## config.mk

```make
export PLATFORM = sky130hd
export DESIGN_NAME = switch_regs
export DESIGN_NICKNAME = d
export VERILOG_FILES = /design/src/switch_pkg.sv /design/src/switch_regs.sv
export SDC_FILE = /design/constraint.sdc
export NUM_CORES = 1
export LEC_CHECK = 0
export BUFFER_PORTS_ARGS = -buffer_cell sky130_fd_sc_hd__clkbuf_2
export CORE_MARGIN = 2
export CORE_UTILIZATION = 50
export CTS_BUF_LIST = sky130_fd_sc_hd__clkbuf_2
export DETAILED_ROUTE_END_ITERATION = 8
export HOLD_SLACK_MARGIN = 0.02
export PLACE_DENSITY = 0.74
export SLEW_MARGIN = 0
export SYNTH_ARGS = -nofsm -noshare
export SYNTH_HDL_FRONTEND = slang
export SYNTH_SLANG_ARGS = --single-unit
```

## constraint.sdc

```tcl
create_clock -name clk -period 4.9 [get_ports clk]
set_input_delay 0 -clock clk [delete_from_list [all_inputs] [get_ports clk]]
set_output_delay 0 -clock clk [all_outputs]
set_load 0.05 [all_outputs]
```

## src/switch_pkg.sv

```systemverilog
// Learning switch shared definitions
// Widths, stream types, register map and table sizes

package switch_pkg;

    localparam int NUM_PORTS   = 4;
    localparam int DATA_W      = 64;
    localparam int MAC_W       = 48;
    localparam int TABLE_DEPTH = 8;
    localparam int FIFO_DEPTH  = 32;

    // Index widths derived from the sizes above
    localparam int PORT_W      = $clog2(NUM_PORTS);
    localparam int TABLE_IDX_W = $clog2(TABLE_DEPTH);
    localparam int FIFO_PTR_W  = $clog2(FIFO_DEPTH);

    typedef logic [DATA_W-1:0]    data_t;
    typedef logic [MAC_W-1:0]     mac_t;
    typedef logic [PORT_W-1:0]    port_idx_t;
    typedef logic [NUM_PORTS-1:0] port_map_t;
    typedef logic [1:0]           reg_addr_t;
    typedef logic [31:0]          reg_data_t;

    // Register map
    localparam reg_addr_t REG_CTRL    = 2'd0;  // bit 0 learn enable, bit 1 flush
    localparam reg_addr_t REG_HITS    = 2'd1;
    localparam reg_addr_t REG_MISSES  = 2'd2;
    localparam reg_addr_t REG_LEARNED = 2'd3;

    // Header position inside the packet
    typedef enum logic [1:0] {
        HDR_DST,
        HDR_SRC,
        PAYLOAD
    } lookup_state_t;

endpackage

```

## src/switch_regs.sv

```systemverilog
// Switch registers
// Learning control plus hit, miss and learned counters on a simple reg port

module switch_regs (
    input  logic                  clk,
    input  logic                  reset,
    input  logic                  reg_wr,
    input  logic                  reg_rd,
    input  switch_pkg::reg_addr_t reg_addr,
    input  switch_pkg::reg_data_t reg_wdata,
    output switch_pkg::reg_data_t reg_rdata,
    output logic                  reg_rvalid,
    output logic                  learn_enable,
    output logic                  flush,
    input  logic                  hit_pulse,
    input  logic                  miss_pulse,
    input  logic                  learned_pulse
);
    import switch_pkg::*;

    reg_data_t hits;
    reg_data_t misses;
    reg_data_t learned;

    // Saturating count, cleared by a write to its address
    function automatic reg_data_t count_next(reg_data_t cnt, logic inc, logic clr);
        if (clr) return '0;
        if (inc && cnt != '1) return cnt + 1'b1;
        return cnt;
    endfunction

    always_ff @(posedge clk) begin
        if (reset) begin
            learn_enable <= 1'b1;
            flush        <= 1'b0;
            hits         <= '0;
            misses       <= '0;
            learned      <= '0;
            reg_rvalid   <= 1'b0;
        end else begin
            if (reg_wr && reg_addr == REG_CTRL) learn_enable <= reg_wdata[0];
            flush      <= reg_wr && reg_addr == REG_CTRL && reg_wdata[1];  // One cycle
            hits       <= count_next(hits, hit_pulse, reg_wr && reg_addr == REG_HITS);
            misses     <= count_next(misses, miss_pulse, reg_wr && reg_addr == REG_MISSES);
            learned    <= count_next(learned, learned_pulse, reg_wr && reg_addr == REG_LEARNED);
            reg_rvalid <= reg_rd;
        end
    end

    always_ff @(posedge clk) begin
        if (reg_rd) begin
            case (reg_addr)
                REG_CTRL:   reg_rdata <= reg_data_t'(learn_enable);
                REG_HITS:   reg_rdata <= hits;
                REG_MISSES: reg_rdata <= misses;
                default:    reg_rdata <= learned;
            endcase
        end
    end

endmodule

```

After elaboration in Yosys (flattened, before gate mapping)
Index checks and enable logic that the tools add are counted.

operators by class
  shift-type cells = 0
  bitwise operators = 0
  multipliers = 0
  reductions and logical operators = 12
  divide/modulo/power cells = 0
  equal/unequal tests = 6
  add/sub/neg operators = 3
  $lt $le $gt $ge = 0
  multiplexer cells = 28

operators with widths
  kind                                                             number
  32-bit two-way mux                                               12
  32-bit by 1-bit adder with 32-bit output, second input constant  3
  32-bit != test, second input constant                            3
  32-bit case mux with 3 select lines                              1
  1-bit two-way mux                                                15
  1-bit logical AND                                                8
  2-bit nonzero test                                               3
  2-bit == test, second input constant                             2
  2-bit by 1-bit == test with 1-bit output, second input constant  1
  2-bit zero test                                                  1

word-level totals
  ROM bits = 0
  input bits = 41
  output and inout bits = 35
  register bits after elaboration = 131
  logic and storage cells = 56
  bits in latches = 0
  RAM bits = 0
  memories = 0

Longest topological paths before layout
Gate-level depths: netlist of the first run.

  word-level depth = 8
  depth in mapped cells = 8
  mapped depth without buffers = 6

Worst setup path before layout of the first run
OpenSTA, ideal clock, no wires.

  path type = reg2reg
  start point = reg hits[0]
  end point = reg hits[1]
  path slack = 2.771 ns
  stages on the path, launching flop included = 9
  data required time = 4.772 ns
  period minus slack after synthesis = 2.129 ns
  data arrival time = 2.001 ns
  path buffers = 2
  setup time = 0.128 ns
  cells stage by stage = dfxtp_1 > ha_1 > nand4_4 > or4_1 > buf_4 > o21ai_4 > buf_6 > mux2i_1 > nor2_1

on the way
  word-level cells in the longest chain between the ends = 6
  elaborated cells on any way between the ends = 10
  classes of those cells = 1 x add/sub; 1 x eq/ne; 6 x mux; 2 x reduce/logical

RTL lines
  element                                                                                           RTL line           source
  start, declared                                                                                   switch_regs.sv:21  reg_data_t hits;
  start signal, assigned                                                                            switch_regs.sv:43  hits <= count_next(hits, hit_pulse, reg_wr && reg_addr == REG_HITS);
  parallel branches: the longest is 6 deep, another holds 32-bit by 1-bit adder with 32-bit output  n/a

Several ways; the timed one is not identified. The select of a mux whose other input is x is not followed.
A chain may end at the register's enable or synchronous reset.

Final worst setup path of the first run
  start point = reg learned[1]
  end point = reg learned[5]

on the way
  word-level cells in the longest chain between the ends = 6
  elaborated cells on any way between the ends = 10
  classes of those cells = 1 x add/sub; 1 x eq/ne; 6 x mux; 2 x reduce/logical

RTL lines
  element                                                                                           RTL line           source
  start, declared                                                                                   switch_regs.sv:23  reg_data_t learned;
  start signal, assigned                                                                            switch_regs.sv:45  learned <= count_next(learned, learned_pulse, reg_wr && reg_addr == REG_LEARNED);
  parallel branches: the longest is 6 deep, another holds 32-bit by 1-bit adder with 32-bit output  n/a

Several ways; the timed one is not identified. The select of a mux whose other input is x is not followed.

==> flow_summary.yaml, run 1 <==
final_layout:
  nets: 789
  stdcell_area_sq_um: 7290
  layout_cells_sized_above_1_pct: 16.9
  layout.core_utilization_pct: 55.7
  antennaDiodeCount: 0
  flow.area_growth_from_synthesis_pct: 9.96
  mostFrequentLayoutCell: "sky130_fd_sc_hd__dfxtp_1"
  final.fill_count: 1188
  final_cell_count_no_fill: 934
  layout.cells.most_common_list: "99 x sky130_fd_sc_hd__dfxtp_1, 64 x sky130_fd_sc_hd__clkbuf_2, 58 x sky130_fd_sc_hd__a21oi_1, 46 x sky130_fd_sc_hd__nand2_1, 43 x sky130_fd_sc_hd__nor2_1"
floorplanning:
  die_width_microns: 119
  die_height_microns: 119
  initial_core_util_pct: 50.7
  io-pin-count: 76
  fp-row-count: 42
  design.core.area_sq_um: 13100
  die_area_sq_um: 14200
global_routing:
  grt_pass1_wl_microns: 27300
  grt_overflow: 0
  antenna_found_initial: 0
  pin_count_of_the_biggest_net_entering_global_routing: 39
  grt_pass1_vias: 5369
  grt.total_usage_pct: 24.5
routing:
  routed_wire_length_per_instance_microns: 18.3
  drcViolationCount: 0
  postRouteAntennaNets: 0
  drt_iter0_markers: 617
  vias_per_cell: 6.28
  totalWireLength_microns: 17100
  routed-via-count: 5865
  dr.pass1.iters: 5
yosys:
  synth_cell_type_count: 56
  synth_xor_xnor_area_share_pct: 3.70
  yosys.area_share.adder_pct: 0.566
  post_syn_area_sq_um: 6630
  synth.yosys.seq_area_share_pct: 44.4
  postSynth.topFlopCell: "sky130_fd_sc_hd__dfxtp_1"
  yosysWarnings: 0
  synth_nets: 744
  synth-compound-area-share_pct: 18.8
  muxShareOfSynthArea_pct: 5.59
  synth_edf_count: 32
  yosysTopAreaCellShare_pct: 29.9
  ys_ff_latch: 131
  async_flop_share_pct: 0
  yosys.area_share.simple_pct: 24.2
  syn_inst: 700
  avgSynthCellArea_sq_um: 9.47
  ys_top_cells_by_area: "sky130_fd_sc_hd__dfxtp_1 30%, sky130_fd_sc_hd__edfxtp_1 14%, sky130_fd_sc_hd__mux2_2 5.1%"
  main_combinational_cell_family_by_area_after_synthesis: "simple AND/OR/NAND/NOR gates"
  synth_top_area_cell: "sky130_fd_sc_hd__dfxtp_1"
timing:
  period_share_pct: 55.5
  setup_total_negative_slack_ns: 0
  clock_skew_ns: 0.0341
  rsz_0062_raised_after_global_routing: "false"
  fin_ws_ns: 2.18
  achievable-frequency_mhz: 368
  max_slew_margin_pct: 23.1
  timing_hold_violations_final: 0
  worst_hold_slack_ns: 0.0950
  tightest_slew_ns: 1.14
  period_minus_slack_ns: 2.72
  finalMaxSlewViolations: 0
  setup_violations: 0
clock_tree:
  cts.htree.levels: 4
  clockRootBuffer: "sky130_fd_sc_hd__clkbuf_2"
  cts_made_buffers: 17
  worstSkewPairLatency_ns: 0.73
  clkSlewWorstSetupHoldPaths_ns: 0.21
  post_cts_resized: 0
  cts_hold_buffers: 10
  clock_sink_count: 131
  cts.path.max_buffers: 2
  cts_tree: "done"
  cts_setup_buffers: 0
critical_path:
  cp.required_ns: 5.56
  worstSetupPathType: "register to register"
  worstPathMaxFanout: 11
  r2r_slack_ns: 2.18
  crit_path_start_kind: "register"
  timing.critical_path.arrival_ns: 3.38
  critPathMaxStageDelay_ns: 1.01
  worst_path_max_delay_cell: "sky130_fd_sc_hd__o31ai_1"
  crit_chain: "ha_1, and4_1, nand2_1, o31ai_1, o21ai_0, a21oi_1"
  critPathCaptureType: "register"
status:
  outcome: "completed"
job:
  max_cap_viol_count: 0
power:
  p_total_mw: 1.95
  power_per_cell_area_nw_per_um2: 268
  vdd_drop_max_v: 0.000158
  power.static_leakage_nw: 2.47
place:
  routabilityCongestion: 0.896
  dpl_cell_area_sq_um: 6950
  hpwl_microns: 12000
  placement.setup.worst_slack_ns: 2.26
  port-buffer-count: 45
  post-place-cells: 892
worst_hold_path:
  hp-class: "primary input to register"
## area by class of cell
| class | count | area (sq um) | area share (%) |
|---|---|---|---|
| multi-input cells | 527 | 3510 | 48.1 |
| flip-flops and latches | 131 | 2940 | 40.4 |
| repair buffers | 57 | 340 | 4.67 |
| well taps | 176 | 220 | 3.02 |
| clock inverters | 13 | 141 | 1.94 |
| clock buffers | 19 | 95.1 | 1.30 |
| inverters | 11 | 41.3 | 0.566 |
## critical path: cells and delay by family (launching register included)
family                     cells  cell delay (ns)
adders and majority gates      1             0.30
DFF                            1             0.49
and+or+nand+nor                2             0.46
AOI/OAI and AO/OA              3             1.40
## cell families after synthesis
group                      after synthesis
AOI/OAI and AO/OA                      187
xor gates and xnor gates                28
adders and majority gates                3
buffers and inverters                   42
DFF                                    131
muxes                                   32
and+or+nand+nor                        277
## path summary, 6_finish.rpt
| kind | depth (start not counted) | end | startpoint |
|---|---|---|---|
| min | 1 | reg_rdata[17]$_DFFE_PP_ | reg_rd |
| min reg2reg | 2 | misses[1]$_SDFFE_PP0P_ | misses[1]$_SDFFE_PP0P_ |
| max | 6 | learned[5]$_SDFFE_PP0P_ | learned[1]$_SDFFE_PP0P_ |
| max reg2reg | 6 | learned[5]$_SDFFE_PP0P_ | learned[1]$_SDFFE_PP0P_ |
## report_power, final
part | leakage (nW) | internal [mW] | switching (mW) | total, mW
Clock | 0.137 | 0.278 | 0.391 | 0.669
Combinational | 1.22 | 0.0336 | 0.114 | 0.147
Sequential | 1.11 | 1.12 | 0.0114 | 1.14
Total | 2.47 | 1.44 | 0.516 | 1.95
## registers in the layout, summed over array words and instances (netlist names)
register / flops
learn_enable: 1
reg_rvalid: 1
learned: 32
reg_rdata: 32
flush: 1
hits: 32
misses: 32
## layer usage
metal / part of all wire, % / global-route usage (%) / up-vias
li1: - / - / 2798
met1: 45 / 32.9 / 2822
met2: 46 / 37.9 / 211
met3: 6.4 / 6.13 / 34
met4: 3.0 / 9.60 / 0
met5: 0 / 0 / -
## synthesized netlist by cell type, drive strengths merged (13+ instances only)
cell type,n
or4,23
a22o,31
nand3,40
and3,13
a21oi,58
mux2,30
or3,41
edfxtp,32
nor2,43
and4,13
o21ai,47
xor2,21
dfxtp,99
o31ai,14
nand4,29
nand2,46
clkbuf,22
No activity file was read; power rests on OpenSTA's default activity.
==> run 2, diff against run 1 <==
==> constraint.sdc (replaced) <==
create_clock -name clk -period 2.8 [get_ports clk]
set_input_delay 0 -clock clk [delete_from_list [all_inputs] [get_ports clk]]
set_output_delay 0 -clock clk [all_outputs]
set_load 0.05 [all_outputs]
==> run 2 against run 1 <==
The flow now finishes with violations (design-rule violations). Register-to-register slack got worse by 1.9 ns. Critical path depth did not move. Sequential power grew 75%. Flip-flop and latch count unchanged. Die area unchanged. Power rose by 89%. First-iteration DRC count is 1.9% higher. Highest routed layer unchanged. Utilization rose by 1.1 points. Clock skew down 0.0096 ns.
==> flow_summary.yaml, run 2 (synthesis results as in run 1) <==
global_routing:
  met3_usage_pct: 5.75
  met1_usage_pct: 33.9
  grt_pass1_wl_microns: 27800
  grt_overflow: 0
  grt.total_usage_pct: 24.7
  top_usage_layer: "met2"
  antenna_found_initial: 0
  grt_pass1_vias: 5462
  pin_count_of_the_biggest_net_entering_global_routing: 34
  use_met2_pct: 37.4
routing:
  drt_iter0_markers: 629
  postRouteAntennaNets: 0
  vias_per_cell: 6.32
  drcViolationCount: 1
  totalWireLength_microns: 17100
  routed-via-count: 5960
  routed_wire_length_per_instance_microns: 18.1
  dr.pass1.iters: 7
timing:
  rsz_0062_raised_after_global_routing: "false"
  setup_violations: 0
  timing_hold_violations_final: 0
  worst_hold_slack_ns: 0.0716
  clock_skew_ns: 0.0244
  tightest_slew_ns: 0.830
  period_share_pct: 89.6
  setup_total_negative_slack_ns: 0
  max_slew_margin_pct: 44.7
  finalMaxSlewViolations: 0
  achievable-frequency_mhz: 399
  period_minus_slack_ns: 2.51
clock_tree:
  cts_tree: "done"
  worstSkewPairLatency_ns: 0.72
  clock_sink_count: 131
  clockRootBuffer: "sky130_fd_sc_hd__clkbuf_2"
  post_cts_resized: 0
  cts_setup_buffers: 0
  cts_made_buffers: 17
  cts_hold_buffers: 12
  cts.htree.levels: 4
  clkSlewWorstSetupHoldPaths_ns: 0.18
  cts.path.max_buffers: 2
power:
  power.sequential.fraction_pct: 53.9
  vdd_drop_max_v: 0.000429
  power.static_leakage_nw: 2.55
  power_per_cell_area_nw_per_um2: 496
  power.share.clock_pct: 38.9
  internal_pwr_total_mw: 2.79
  power_switching_share_pct: 24.3
  comb_power_share_pct: 7.2
  power.net_switching_mw: 0.897
critical_path:
  timing.rr.end: "learned[30]$_SDFFE_PP0P_"
  path_depth: 6
  critPathTopFamily: "simple AND/OR/NAND/NOR gates"
  r2r_slack_ns: 0.29
  worst_path_max_delay_cell: "sky130_fd_sc_hd__nor4_1"
  worstRegToRegCells: 6
  crit_path_start_kind: "register"
  cp.required_ns: 3.46
  critPathCaptureType: "register"
  critPathMaxStageDelay_ns: 0.55
  critical_path_buf_inv_count: 0
  worstSetupPathType: "register to register"
  crit_chain: "ha_1, nand4_1, nor4_1, nand4bb_1, or3_1, a21oi_1"
  worstPathMaxFanout: 7
  timing.critical_path.arrival_ns: 3.17
  r2r-start: "learned[1]$_SDFFE_PP0P_"
floorplanning:
  die_width_microns: 119
  io-pin-count: 76
  initial_core_util_pct: 50.7
  die_area_sq_um: 14200
  design.core.area_sq_um: 13100
  die_height_microns: 119
  fp-row-count: 42
final_layout:
  nets: 798
  layout_cells_sized_above_1_pct: 17.7
  antennaDiodeCount: 0
  mostFrequentLayoutCell: "sky130_fd_sc_hd__dfxtp_1"
  flow.area_growth_from_synthesis_pct: 12.1
  layout.cells.most_common_list: "99 x sky130_fd_sc_hd__dfxtp_1, 64 x sky130_fd_sc_hd__clkbuf_2, 58 x sky130_fd_sc_hd__a21oi_1, 46 x sky130_fd_sc_hd__nand2_1, 43 x sky130_fd_sc_hd__nor2_1"
place:
  port-buffer-count: 45
  hpwl_microns: 12300
  routabilityCongestion: 0.900
status:
  outcome: "finished with violations"
  failing_checks: "design-rule violations"
job:
  max_cap_viol_count: 0
worst_hold_path:
  min-delay-start: "reg_rd"
  worstHoldEndpoint: "reg_rdata[14]$_DFFE_PP_"
  hp-class: "primary input to register"
  number_of_stages_on_the_worst_hold_path: 1
==> run 2: cell types whose count changed in the layout (fill, tap and decap cells not counted) <==
cell and change:
sky130_fd_sc_hd__bufinv_16 +3, sky130_fd_sc_hd__buf_4 +7, sky130_fd_sc_hd__clkinvlp_4 -2, sky130_fd_sc_hd__clkinv_1 -1, sky130_fd_sc_hd__dlygate4sd3_1 +2
==> run 2: power groups by stage <==
stage | clock network (mW) | logic (mW) | registers [mW]
after detailed placement | 0 | 0.249 | 2.03
after global placement | 0 | 0.246 | 2.03
after floorplan | 0 | 0.0908 | 2.11
final | 1.43 | 0.264 | 1.99
after global routing | 1.53 | 0.281 | 1.99
after CTS | 1.44 | 0.262 | 1.99
==> run 2: through the flow <==
stage | total power [mW] | utilization, % | area [sq um] | cells | worst slack, ns
after floorplan | 2.20 | - | 6630 | 700 | 0.671
after global placement | 2.27 | 53.5 | 7010 | 899 | 0.428
after detailed placement | 2.28 | 53.5 | 7010 | 899 | 0.377
after CTS | 3.69 | 56.8 | 7430 | 943 | 0.351
after global routing | 3.80 | 56.8 | 7430 | 943 | 0.137
final | 3.69 | 56.8 | 7430 | 943 | 0.292
==> run 2: per-layer routing <==
layer,share of wire (%),vias to the layer above
li1,-,2820
met1,45,2882
met2,46,218
met3,6.6,40
met4,3.2,0
met5,0,-
==> run 2: worst max-delay path by stage <==
stage	to	slack, ns	from
finish	learned[30]$_SDFFE_PP0P_	0.29	learned[1]$_SDFFE_PP0P_
CTS	hits[1]$_SDFFE_PP0P_	0.35	hits[0]$_SDFFE_PP0P_
global placement	hits[1]$_SDFFE_PP0P_	0.43	hits[0]$_SDFFE_PP0P_
floorplan	hits[1]$_SDFFE_PP0P_	0.67	hits[0]$_SDFFE_PP0P_
detailed placement	hits[1]$_SDFFE_PP0P_	0.38	hits[0]$_SDFFE_PP0P_
global route	learned[30]$_SDFFE_PP0P_	0.14	learned[0]$_SDFFE_PP0P_
==> run 2: final cells by class <==
cell class                      instances  area, sq um
Inverter                               11         41.3
Multi-Input combinational cell        527         3510
Tap cell                              176          220
Clock buffer                           19         95.1
Fill cell                            1142         5650
Clock inverter                         13          213
Sequential cell                       131         2940
Timing Repair Buffer                   66          413
