[src/switch_pkg.sv]
// Learning switch shared definitions
// Widths, stream types, register map and table sizes

package switch_pkg;

    localparam int NUM_PORTS   = 4;
    localparam int DATA_W      = 64;
    localparam int MAC_W       = 48;
    localparam int TABLE_DEPTH = 8;
    localparam int FIFO_DEPTH  = 32;

    // Index widths derived from the sizes above
    localparam int PORT_W      = $clog2(NUM_PORTS);
    localparam int TABLE_IDX_W = $clog2(TABLE_DEPTH);
    localparam int FIFO_PTR_W  = $clog2(FIFO_DEPTH);

    typedef logic [DATA_W-1:0]    data_t;
    typedef logic [MAC_W-1:0]     mac_t;
    typedef logic [PORT_W-1:0]    port_idx_t;
    typedef logic [NUM_PORTS-1:0] port_map_t;
    typedef logic [1:0]           reg_addr_t;
    typedef logic [31:0]          reg_data_t;

    // Register map
    localparam reg_addr_t REG_CTRL    = 2'd0;  // bit 0 learn enable, bit 1 flush
    localparam reg_addr_t REG_HITS    = 2'd1;
    localparam reg_addr_t REG_MISSES  = 2'd2;
    localparam reg_addr_t REG_LEARNED = 2'd3;

    // Header position inside the packet
    typedef enum logic [1:0] {
        HDR_DST,
        HDR_SRC,
        PAYLOAD
    } lookup_state_t;

endpackage

[src/pkt_stream_if.sv]
// Packet stream bundle
// Valid/ready word stream with last marker and port sideband

interface pkt_stream_if;
    import switch_pkg::*;

    data_t     data;
    logic      valid;
    logic      last;
    logic      ready;
    port_idx_t src_port;  // Input port the packet came from
    port_map_t dst_map;   // One bit per output port

    modport src (output data, valid, last, src_port, dst_map, input ready);

    modport dst (input data, valid, last, src_port, dst_map, output ready);

endinterface

[src/mac_learning_table.sv]
// MAC learning table
// Small fully associative MAC to port map with learn, update and flush

module mac_learning_table (
    input  logic                  clk,
    input  logic                  reset,
    input  switch_pkg::mac_t      lookup_mac,
    output logic                  lookup_hit,
    output switch_pkg::port_idx_t lookup_port,
    input  logic                  learn_en_pulse,
    input  switch_pkg::mac_t      learn_mac,
    input  switch_pkg::port_idx_t learn_port,
    input  logic                  flush,
    output logic                  learned_pulse
);
    import switch_pkg::*;

    logic [TABLE_DEPTH-1:0] entry_valid;
    mac_t                   entry_mac  [TABLE_DEPTH];
    port_idx_t              entry_port [TABLE_DEPTH];

    logic                   match_found;
    logic [TABLE_IDX_W-1:0] match_idx;
    logic                   free_found;
    logic [TABLE_IDX_W-1:0] free_idx;
    logic [TABLE_IDX_W-1:0] repl_ptr;  // Victim when the table is full
    logic [TABLE_IDX_W-1:0] wr_idx;

    // Parallel compare for the lookup side
    always_comb begin
        lookup_hit  = 1'b0;
        lookup_port = '0;
        for (int i = 0; i < TABLE_DEPTH; i++) begin
            if (entry_valid[i] && entry_mac[i] == lookup_mac) begin
                lookup_hit  = 1'b1;
                lookup_port = entry_port[i];
            end
        end
    end

    // Existing entry and first free slot for the learn side
    always_comb begin
        match_found = 1'b0;
        match_idx   = '0;
        free_found  = 1'b0;
        free_idx    = '0;
        for (int i = TABLE_DEPTH - 1; i >= 0; i--) begin
            if (entry_valid[i] && entry_mac[i] == learn_mac) begin
                match_found = 1'b1;
                match_idx   = TABLE_IDX_W'(i);
            end
            if (!entry_valid[i]) begin
                free_found = 1'b1;
                free_idx   = TABLE_IDX_W'(i);
            end
        end
    end

    assign wr_idx        = match_found ? match_idx : (free_found ? free_idx : repl_ptr);
    assign learned_pulse = learn_en_pulse && !flush && !match_found;

    always_ff @(posedge clk) begin
        if (reset || flush) begin
            entry_valid <= '0;
            if (reset) repl_ptr <= '0;
        end else if (learn_en_pulse) begin
            entry_valid[wr_idx] <= 1'b1;
            if (!match_found && !free_found) repl_ptr <= repl_ptr + 1'b1;
        end
    end

    always_ff @(posedge clk) begin
        if (learn_en_pulse) begin
            entry_mac[wr_idx]  <= learn_mac;  // Same MAC again on an update
            entry_port[wr_idx] <= learn_port;
        end
    end

endmodule

[src/output_port_lookup.sv]
// Output port lookup
// Parses the MAC header, picks the destination bitmap and drives learning
// One output register between the arbiter stream and the queues

module output_port_lookup (
    input  logic      clk,
    input  logic      reset,
    pkt_stream_if.dst in,
    pkt_stream_if.src out,
    input  logic      learn_enable,
    input  logic      flush_in,
    output logic      hit_pulse,
    output logic      miss_pulse,
    output logic      learned_pulse
);
    import switch_pkg::*;

    lookup_state_t state;

    mac_t      lookup_mac;
    logic      lookup_hit;
    port_idx_t lookup_port;
    logic      learn_en_pulse;

    logic      accept;
    logic      is_bcast;
    port_map_t src_bit;
    port_map_t new_map;

    logic      out_valid_q;
    data_t     data_q;
    logic      last_q;
    port_idx_t src_q;
    port_map_t map_q;

    mac_learning_table i_mac_learning_table (
        .clk            (clk),
        .reset          (reset),
        .lookup_mac     (lookup_mac),
        .lookup_hit     (lookup_hit),
        .lookup_port    (lookup_port),
        .learn_en_pulse (learn_en_pulse),
        .learn_mac      (mac_t'(in.data[MAC_W-1:0])),
        .learn_port     (in.src_port),
        .flush          (flush_in),
        .learned_pulse  (learned_pulse)
    );

    // Register empty or draining this cycle
    assign in.ready = !out_valid_q || out.ready;
    assign accept   = in.valid && in.ready;

    assign lookup_mac = in.data[MAC_W-1:0];
    assign is_bcast   = &lookup_mac;
    assign src_bit    = port_map_t'(1) << in.src_port;

    always_comb begin
        if (lookup_hit && !is_bcast) begin
            new_map = (port_map_t'(1) << lookup_port) & ~src_bit;  // Empty on same port
        end else begin
            new_map = ~src_bit;  // Flood
        end
    end

    assign hit_pulse      = accept && state == HDR_DST && lookup_hit && !is_bcast;
    assign miss_pulse     = accept && state == HDR_DST && (!lookup_hit || is_bcast);
    assign learn_en_pulse = accept && state == HDR_SRC && learn_enable;

    always_ff @(posedge clk) begin
        if (reset) begin
            state       <= HDR_DST;
            out_valid_q <= 1'b0;
        end else begin
            if (accept) begin
                out_valid_q <= 1'b1;
                if (in.last) state <= HDR_DST;
                else if (state == HDR_DST) state <= HDR_SRC;
                else state <= PAYLOAD;
            end else if (out.ready) begin
                out_valid_q <= 1'b0;
            end
        end
    end

    always_ff @(posedge clk) begin
        if (accept) begin
            data_q <= in.data;
            last_q <= in.last;
            src_q  <= in.src_port;
            if (state == HDR_DST) map_q <= new_map;  // Held for the rest of the packet
        end
    end

    assign out.valid    = out_valid_q;
    assign out.data     = data_q;
    assign out.last     = last_q;
    assign out.src_port = src_q;
    assign out.dst_map  = map_q;

endmodule

[src/flat_wrapper.sv]
// flat-port wrapper written by rule: the top's interface ports become plain ports
module output_port_lookup_flat import switch_pkg::*;
  (clk, reset, learn_enable, flush_in, hit_pulse, miss_pulse, learned_pulse, in_data, in_valid, in_last, in_src_port, in_dst_map, in_ready, out_data, out_valid, out_last, out_src_port, out_dst_map, out_ready);
  pkt_stream_if in_i ();
  pkt_stream_if out_i ();
  input  logic clk;
  input  logic reset;
  input  logic learn_enable;
  input  logic flush_in;
  output logic hit_pulse;
  output logic miss_pulse;
  output logic learned_pulse;
  input wire logic [$bits(in_i.data)-1:0] in_data;
  input wire logic [$bits(in_i.valid)-1:0] in_valid;
  input wire logic [$bits(in_i.last)-1:0] in_last;
  input wire logic [$bits(in_i.src_port)-1:0] in_src_port;
  input wire logic [$bits(in_i.dst_map)-1:0] in_dst_map;
  output wire logic [$bits(in_i.ready)-1:0] in_ready;
  output wire logic [$bits(out_i.data)-1:0] out_data;
  output wire logic [$bits(out_i.valid)-1:0] out_valid;
  output wire logic [$bits(out_i.last)-1:0] out_last;
  output wire logic [$bits(out_i.src_port)-1:0] out_src_port;
  output wire logic [$bits(out_i.dst_map)-1:0] out_dst_map;
  input wire logic [$bits(out_i.ready)-1:0] out_ready;
  assign in_i.data = in_data;
  assign in_i.valid = in_valid;
  assign in_i.last = in_last;
  assign in_i.src_port = in_src_port;
  assign in_i.dst_map = in_dst_map;
  assign in_ready = in_i.ready;
  assign out_data = out_i.data;
  assign out_valid = out_i.valid;
  assign out_last = out_i.last;
  assign out_src_port = out_i.src_port;
  assign out_dst_map = out_i.dst_map;
  assign out_i.ready = out_ready;
  output_port_lookup u_core (.clk(clk), .reset(reset), .in(in_i), .out(out_i), .learn_enable(learn_enable), .flush_in(flush_in), .hit_pulse(hit_pulse), .miss_pulse(miss_pulse), .learned_pulse(learned_pulse));
endmodule
[config.mk]
export PLATFORM = sky130hd
export DESIGN_NAME = output_port_lookup_flat
export DESIGN_NICKNAME = d
export VERILOG_FILES = /design/src/switch_pkg.sv /design/src/pkt_stream_if.sv /design/src/mac_learning_table.sv /design/src/output_port_lookup.sv /design/src/flat_wrapper.sv
export SDC_FILE = /design/constraint.sdc
export NUM_CORES = 1
export LEC_CHECK = 0
export BUFFER_PORTS_ARGS = -buffer_cell sky130_fd_sc_hd__buf_4
export CORE_AREA = 3 3 216 218
export DETAILED_ROUTE_END_ITERATION = 10
export DIE_AREA = 0 0 219 221
export PLACE_DENSITY = 0.73
export SYNTH_ARGS = -nofsm -noshare
export SYNTH_HDL_FRONTEND = slang
export SYNTH_HIERARCHICAL = 1
export SYNTH_SLANG_ARGS = --single-unit
[constraint.sdc]
create_clock -name clk -period 6.4 [get_ports clk]
set_input_delay 0.64 -clock clk [delete_from_list [all_inputs] [get_ports clk]]
set_output_delay 0.64 -clock clk [all_outputs]
set_load 0.02 [all_outputs]
Yosys cells after proc, flatten, opt, wreduce, memory -nomap -nowiden

Memories as Yosys holds them, arrays and structs flattened.
Index checks and enable logic that the tools add are counted.

Add/sub/neg operators: 1
Magnitude comparators: 2
Eq/ne operators: 10
Shift operators: 2
Mux-type cells: 63
Bitwise gates (word level): 3
Reductions and logical operators: 36

Operators with widths:

| operator            | number |
|---|---|
| $eq 48x48->1        | 8 |
| $mux 3              | 22 |
| $reduce_and 48->1   | 1 |
| $mux 1              | 29 |
| $logic_and 1x1->1   | 20 |
| $mux 2              | 10 |
| $or 8x8->8          | 1 |
| $shl 1x2->4 const A | 2 |
| $logic_not 1->1     | 6 |
| $reduce_bool 2->1   | 3 |
| $and 4x4->4         | 1 |
| $lt 3x4->1 const B  | 1 |
| $mux 4              | 1 |
| $not 4->4           | 1 |
| $add 3x1->3 const B | 1 |
| $demux 1 s3         | 1 |
| $ge 3x1->1 const B  | 1 |
| $logic_or 1x1->1    | 3 |
| $reduce_and 3->1    | 1 |
| $eq 2x1->1 const B  | 1 |
| $logic_not 2->1     | 1 |
| $ne 2x2->1 const B  | 1 |
| $reduce_and 2->1    | 1 |

Register bits after elaboration: 85
RAM bits: 400
Bits of input ports: 77
Output and inout bits: 76
Logic and storage cells: 127
Memories kept: 2

Memory list:

| name                                   | depth | width | rd ports | clocked after Yosys merged registers in | write ports | RTL line                 | text |
|---|---|---|---|---|---|---|---|
| u_core.i_mac_learning_table.entry_mac  | 8     | 48    | 8        | 0                                       | 1           | mac_learning_table.sv:19 | `mac_t entry_mac [TABLE_DEPTH];` |
| u_core.i_mac_learning_table.entry_port | 8     | 2     | 8        | 0                                       | 1           | mac_learning_table.sv:20 | `port_idx_t entry_port [TABLE_DEPTH];` |

Longest topological paths before layout

Depth in word-level cells: 16
Depth in mapped cells: 12
Depth with buffers taken out: 10

Modules after synthesis

Netlist, hierarchy kept.

By module, submodules not included:

| module             | instances | cells each | area an instance (um^2) | sequential area each (um^2) |
|---|---|---|---|---|
| mac_learning_table | 1         | 1731       | 22248.8                 | 12261.8 |
| output_port_lookup | 1         | 115        | 2469.9                  | 2192.1 |

Worst setup path before layout

OpenSTA, ideal clock, no wires.

Path kind: input -> register
From: input port in_data[27]
To: memory u_core/i_mac_learning_table/entry_mac[6][0] (netlist name), enable pin
Setup time: 0.458 ns
Data arrival time: 4.562 ns
Setup slack: 1.380 ns
Cell stages on the path: 9
Buffers on the path: 1
Cell sequence: buf_6 -> xnor2_2 -> o2111ai_1 -> or4_1 -> nor4b_2 -> or4_4 -> nor2_1 -> or4_4 -> nor2_1

Word-level cells in the longest chain between the ends: 11
Elaborated cells on any way between the ends: 33
Classes of those cells: eq/ne: 8; mux: 17; reduce/logical: 8

Ends and longest elaborated chain:

| what                                                  | RTL line                 | text |
|---|---|---|
| start: declaration                                    | flat_wrapper.sv:13       | `input wire logic [$bits(in_i.data)-1:0] in_data;` |
| $eq 48x48->1                                          | mac_learning_table.sv:48 | `if (entry_valid[i] && entry_mac[i] == learn_mac) begin` |
| $logic_and 1x1->1                                     | mac_learning_table.sv:48 |  |
| $mux 3 / $mux 1 (equally long branches) (8 in series) | mac_learning_table.sv:48 |  |
| $mux 3 *                                              | mac_learning_table.sv:59 | `assign wr_idx = match_found ? match_idx : (free_found ? free_idx : repl_ptr);` |
| end: declaration                                      | mac_learning_table.sv:19 |  |

Every way passes the cells marked *; elsewhere a longest branch is shown, timed or not.

Worst setup path in the final report

From: input port in_data[30]
To: output port hit_pulse

Word-level cells in the longest chain between the ends: 12
Elaborated cells on any way between the ends: 28
Classes of those cells: eq/ne: 8; mux: 8; reduce/logical: 12

Ends and longest elaborated chain:

| what                              | RTL line                 | text |
|---|---|---|
| $eq 48x48->1                      | mac_learning_table.sv:34 | `if (entry_valid[i] && entry_mac[i] == lookup_mac) begin` |
| $logic_and 1x1->1                 | mac_learning_table.sv:34 |  |
| $mux 1 (7 in series)              | mac_learning_table.sv:34 |  |
| $mux 1 *                          | mac_learning_table.sv:34 |  |
| via u_core.lookup_hit             | output_port_lookup.sv:21 | `logic lookup_hit;` |
| $logic_and 1x1->1 * (2 in series) | output_port_lookup.sv:65 | `assign hit_pulse = accept && state == HDR_DST && lookup_hit && !is_bcast;` |
| end: declaration                  | flat_wrapper.sv:10       | `output logic hit_pulse;` |

The timed path passes the listed nets; every way through them passes the cells marked *.

==> qor.txt <==
Synth Register Bits: 485
Initial antenna violation count: 0
Crit path DAT: 3670 ps
CP top delay family: simple AND/OR/NAND/NOR gates
First-pass GRT wire length: 102 mm
Layout fillers: 3,500
Final Setup Violations: 0
Post-synth ARST share: 0%
Status: completed
Gpl congestion: 0.923
# placed instances: 2,521
Post-Syn Instances: 1,846
Maxcap violations: 0
Syn_area_per_cell: 13.4 sq um
Worst-Skew Late Latency: 610 ps
CORE AREA: 45,100 sq um
Vias in the first global route: 15.8k
Die Footprint: 48,400 sq um
Row count: 78
Final WS setup: 2090 ps
Leakage: 9.16 nW
Worst hold path type: input pin to register
Synth top area share: 57.6%
CP max stage cell: or4_1
Post-Layout Cell Count: 2,618
Detail Route Antenna Nets: 0
Netlist cell types: 70
Fin. max-slew vios: 0
Fin Setup TNS: 0 ps
CP Cell Sequence: buf_4, buf_4, xnor2_1, nand4_1, nor4_1, nand3_1, or4_1, nor2b_1, nand3_1, and3_1, buf_4
Remaining DRCs: 0
RSZ-0062 raised after global routing: false
CP most frequent cell: buf_4
Post-detail-place hpwl: 43.7 mm
Layout Nets: 2,053
Warnings, synthesis: 6
Fin util: 61.7%
CP required: 5760 ps
Pre-CTS WS: 1600 ps
Number of synthesized flops with an enable pin: 474
Die width: 219 microns
Initial DRT Pass Iterations: 6
Max frequency: 232 MHz
Vias/cell: 6.06
Maximum VDD drop: 0.184 mV
Pwr Density: 256 nW/um^2
Num ports: 153
Synthesis-to-finish area growth: 12.6%
Post-CTS sizing: 0
Root Buffer: clkbuf_16
Routed len/inst: 26.6 microns
Startpoint Class: input pin
DR iter-0 viols: 1,648
Remaining global-route overflow: 0
CTS tree: yes
Overall routed net length: 69.8 mm
Starting Density: 54.8%
Syn nets: 1,924
H-tree depth: 2
Setup bufs post-CTS: 0
Num CTS Buffers: 52
Final Hold Viols: 0
Area leader, netlist: edfxtp_1
CP bufs+invs: 3
Port Buffer Count: 148
Critical Path Max Stage Delay: 720 ps
Pin count of the biggest net entering global routing: 51
Worst-Margin Slew: 957 ps
Layout cell share with drive strength beyond 1: 13.7%
Dominant cells by area after synthesis: edfxtp_1 58%, xnor2_1 13%, xor2_1 12%
Mapped cell area: 24,700 sq um
Fin Clk Skew: 25.4 ps
Clock Pin Slew Worst Setup and Hold Paths: 60 ps
DIE HEIGHT: 221 microns
Setup CP Type: input pin to output pin
Total GRT Usage: 28.5%
Period minus WS final: 4310 ps
Post-synthesis sequential area ratio: 58.5%
Worst Setup End Kind: output pin
Vias: 15.9k
Clock sinks: 485
Hold_buf cts: 0
Post-synth top flop: edfxtp_1
Slew headroom: 36.0%
Power, Total: 7.12 mW
Critical path fanouts, max: 18
Max clock buf depth: 3
Final period util: 67.4%
==> registers in the layout, indices dropped and copies added, names as in the netlist <==
register                                 flops
u_core/out.last                              1
u_core/out.valid                             1
u_core/i_mac_learning_table/entry_mac      384
u_core/state                                 2
u_core/out.dst_map                           4
u_core/out.src_port                          2
u_core/i_mac_learning_table/entry_port      16
u_core/i_mac_learning_table/entry_valid      8
u_core/i_mac_learning_table/repl_ptr         3
u_core/out.data                             64
==> final cells by class <==
type                    count  area, sq um  area share [%]
flip-flops and latches    485        14500            52.0
diodes                      2         5.00          0.0180
clock inverters            27          223           0.801
clock buffers              68         1410            5.08
well taps                 600          751            2.70
inverters                  63          238           0.854
multi-input cells        1199         9420            33.9
repair buffers            174         1320            4.74
==> power by group <==
part,total [mW],switching [mW],internal (mW)
Clock,2.95,1.25,1.71
Combinational,0.633,0.423,0.211
Sequential,3.54,0.0125,3.52
==> path summary, 6_finish.rpt <==
kind                                           startpoint                                            to  slack (ps)  cells past startpoint
min reg2reg    u_core/i_mac_learning_table/entry_valid[6]    u_core/i_mac_learning_table/entry_valid[6]         510                      2
max                                           in_data[30]                                     hit_pulse        2090                     11
max reg2reg  u_core/i_mac_learning_table/entry_mac[0][30]  u_core/i_mac_learning_table/entry_mac[3][11]        2160                      9
min                                           in_data[48]                           u_core/out.data[48]         220                      1
==> metal layers <==
metal  vias to the layer above  routed length (microns)  track usage (%)
li1                       6950                        -                -
met1                      7940                    29500             40.4
met2                       813                    32300             45.2
met3                       161                     5470             4.19
met4                         0                     2510             10.1
met5                         -                        0                0
==> placed cells by master, fill, tap and decap left out, types with 5 or more instances in the layout <==
master	count
nor3_1	23
nand4_1	115
dfxtp_1	11
o21ai_0	12
clkbuf_16	53
o2bb2ai_1	7
and3_1	6
inv_1	62
xnor2_1	370
a22oi_1	9
o31ai_1	7
buf_4	173
nand3_1	26
o2111ai_1	8
clkinv_2	14
nor2b_1	9
clkinv_1	10
xor2_1	335
nor2_4	8
edfxtp_1	474
nand2_1	20
nor2_1	23
clkbuf_1	12
nand2b_1	17
nor4_1	99
o22ai_1	14
a21oi_1	5
or4_1	8
==> per-stage QoR <==
stage               hold WS [ps]  cell area, sq um
global placement             480             26200
global route                 195             27800
detailed placement           503             26200
CTS                          193             27800
finish                       220             27800
floorplan                    461             24700
==> cell families (layout without fill, tap and decap cells) <==
kind of cell | Yosys count | after routing | synth area share (%)
buf+inv | 162 | 332 | 3.66
xor+xnor | 706 | 706 | 25.0
simple gates | 385 | 385 | 9.45
compound gates | 107 | 107 | 3.33
other cells | 0 | 2 | 0
flops | 485 | 485 | 58.5
fa+ha+maj | 1 | 1 | 0.0506
==> cells in the mapped netlist (4+ instances only) <==
cell / n
or4_1: 8
nand3_1: 26
o21ai_0: 12
xor2_1: 335
nand4_1: 115
edfxtp_1: 474
a221oi_1: 4
a22oi_1: 9
inv_1: 63
o22ai_1: 14
nor3_1: 23
a2111oi_0: 4
dfxtp_1: 11
clkbuf_1: 10
nor4_2: 4
and3_1: 6
nand2b_1: 17
o2111ai_1: 8
buf_4: 34
a21oi_1: 5
nand2_1: 20
buf_6: 16
o31ai_1: 7
nor2b_1: 9
nor2_1: 31
o2bb2ai_1: 7
nor4_1: 99
buf_2: 39
xnor2_1: 370
Note: power is estimated with default switching activity, not from simulation.
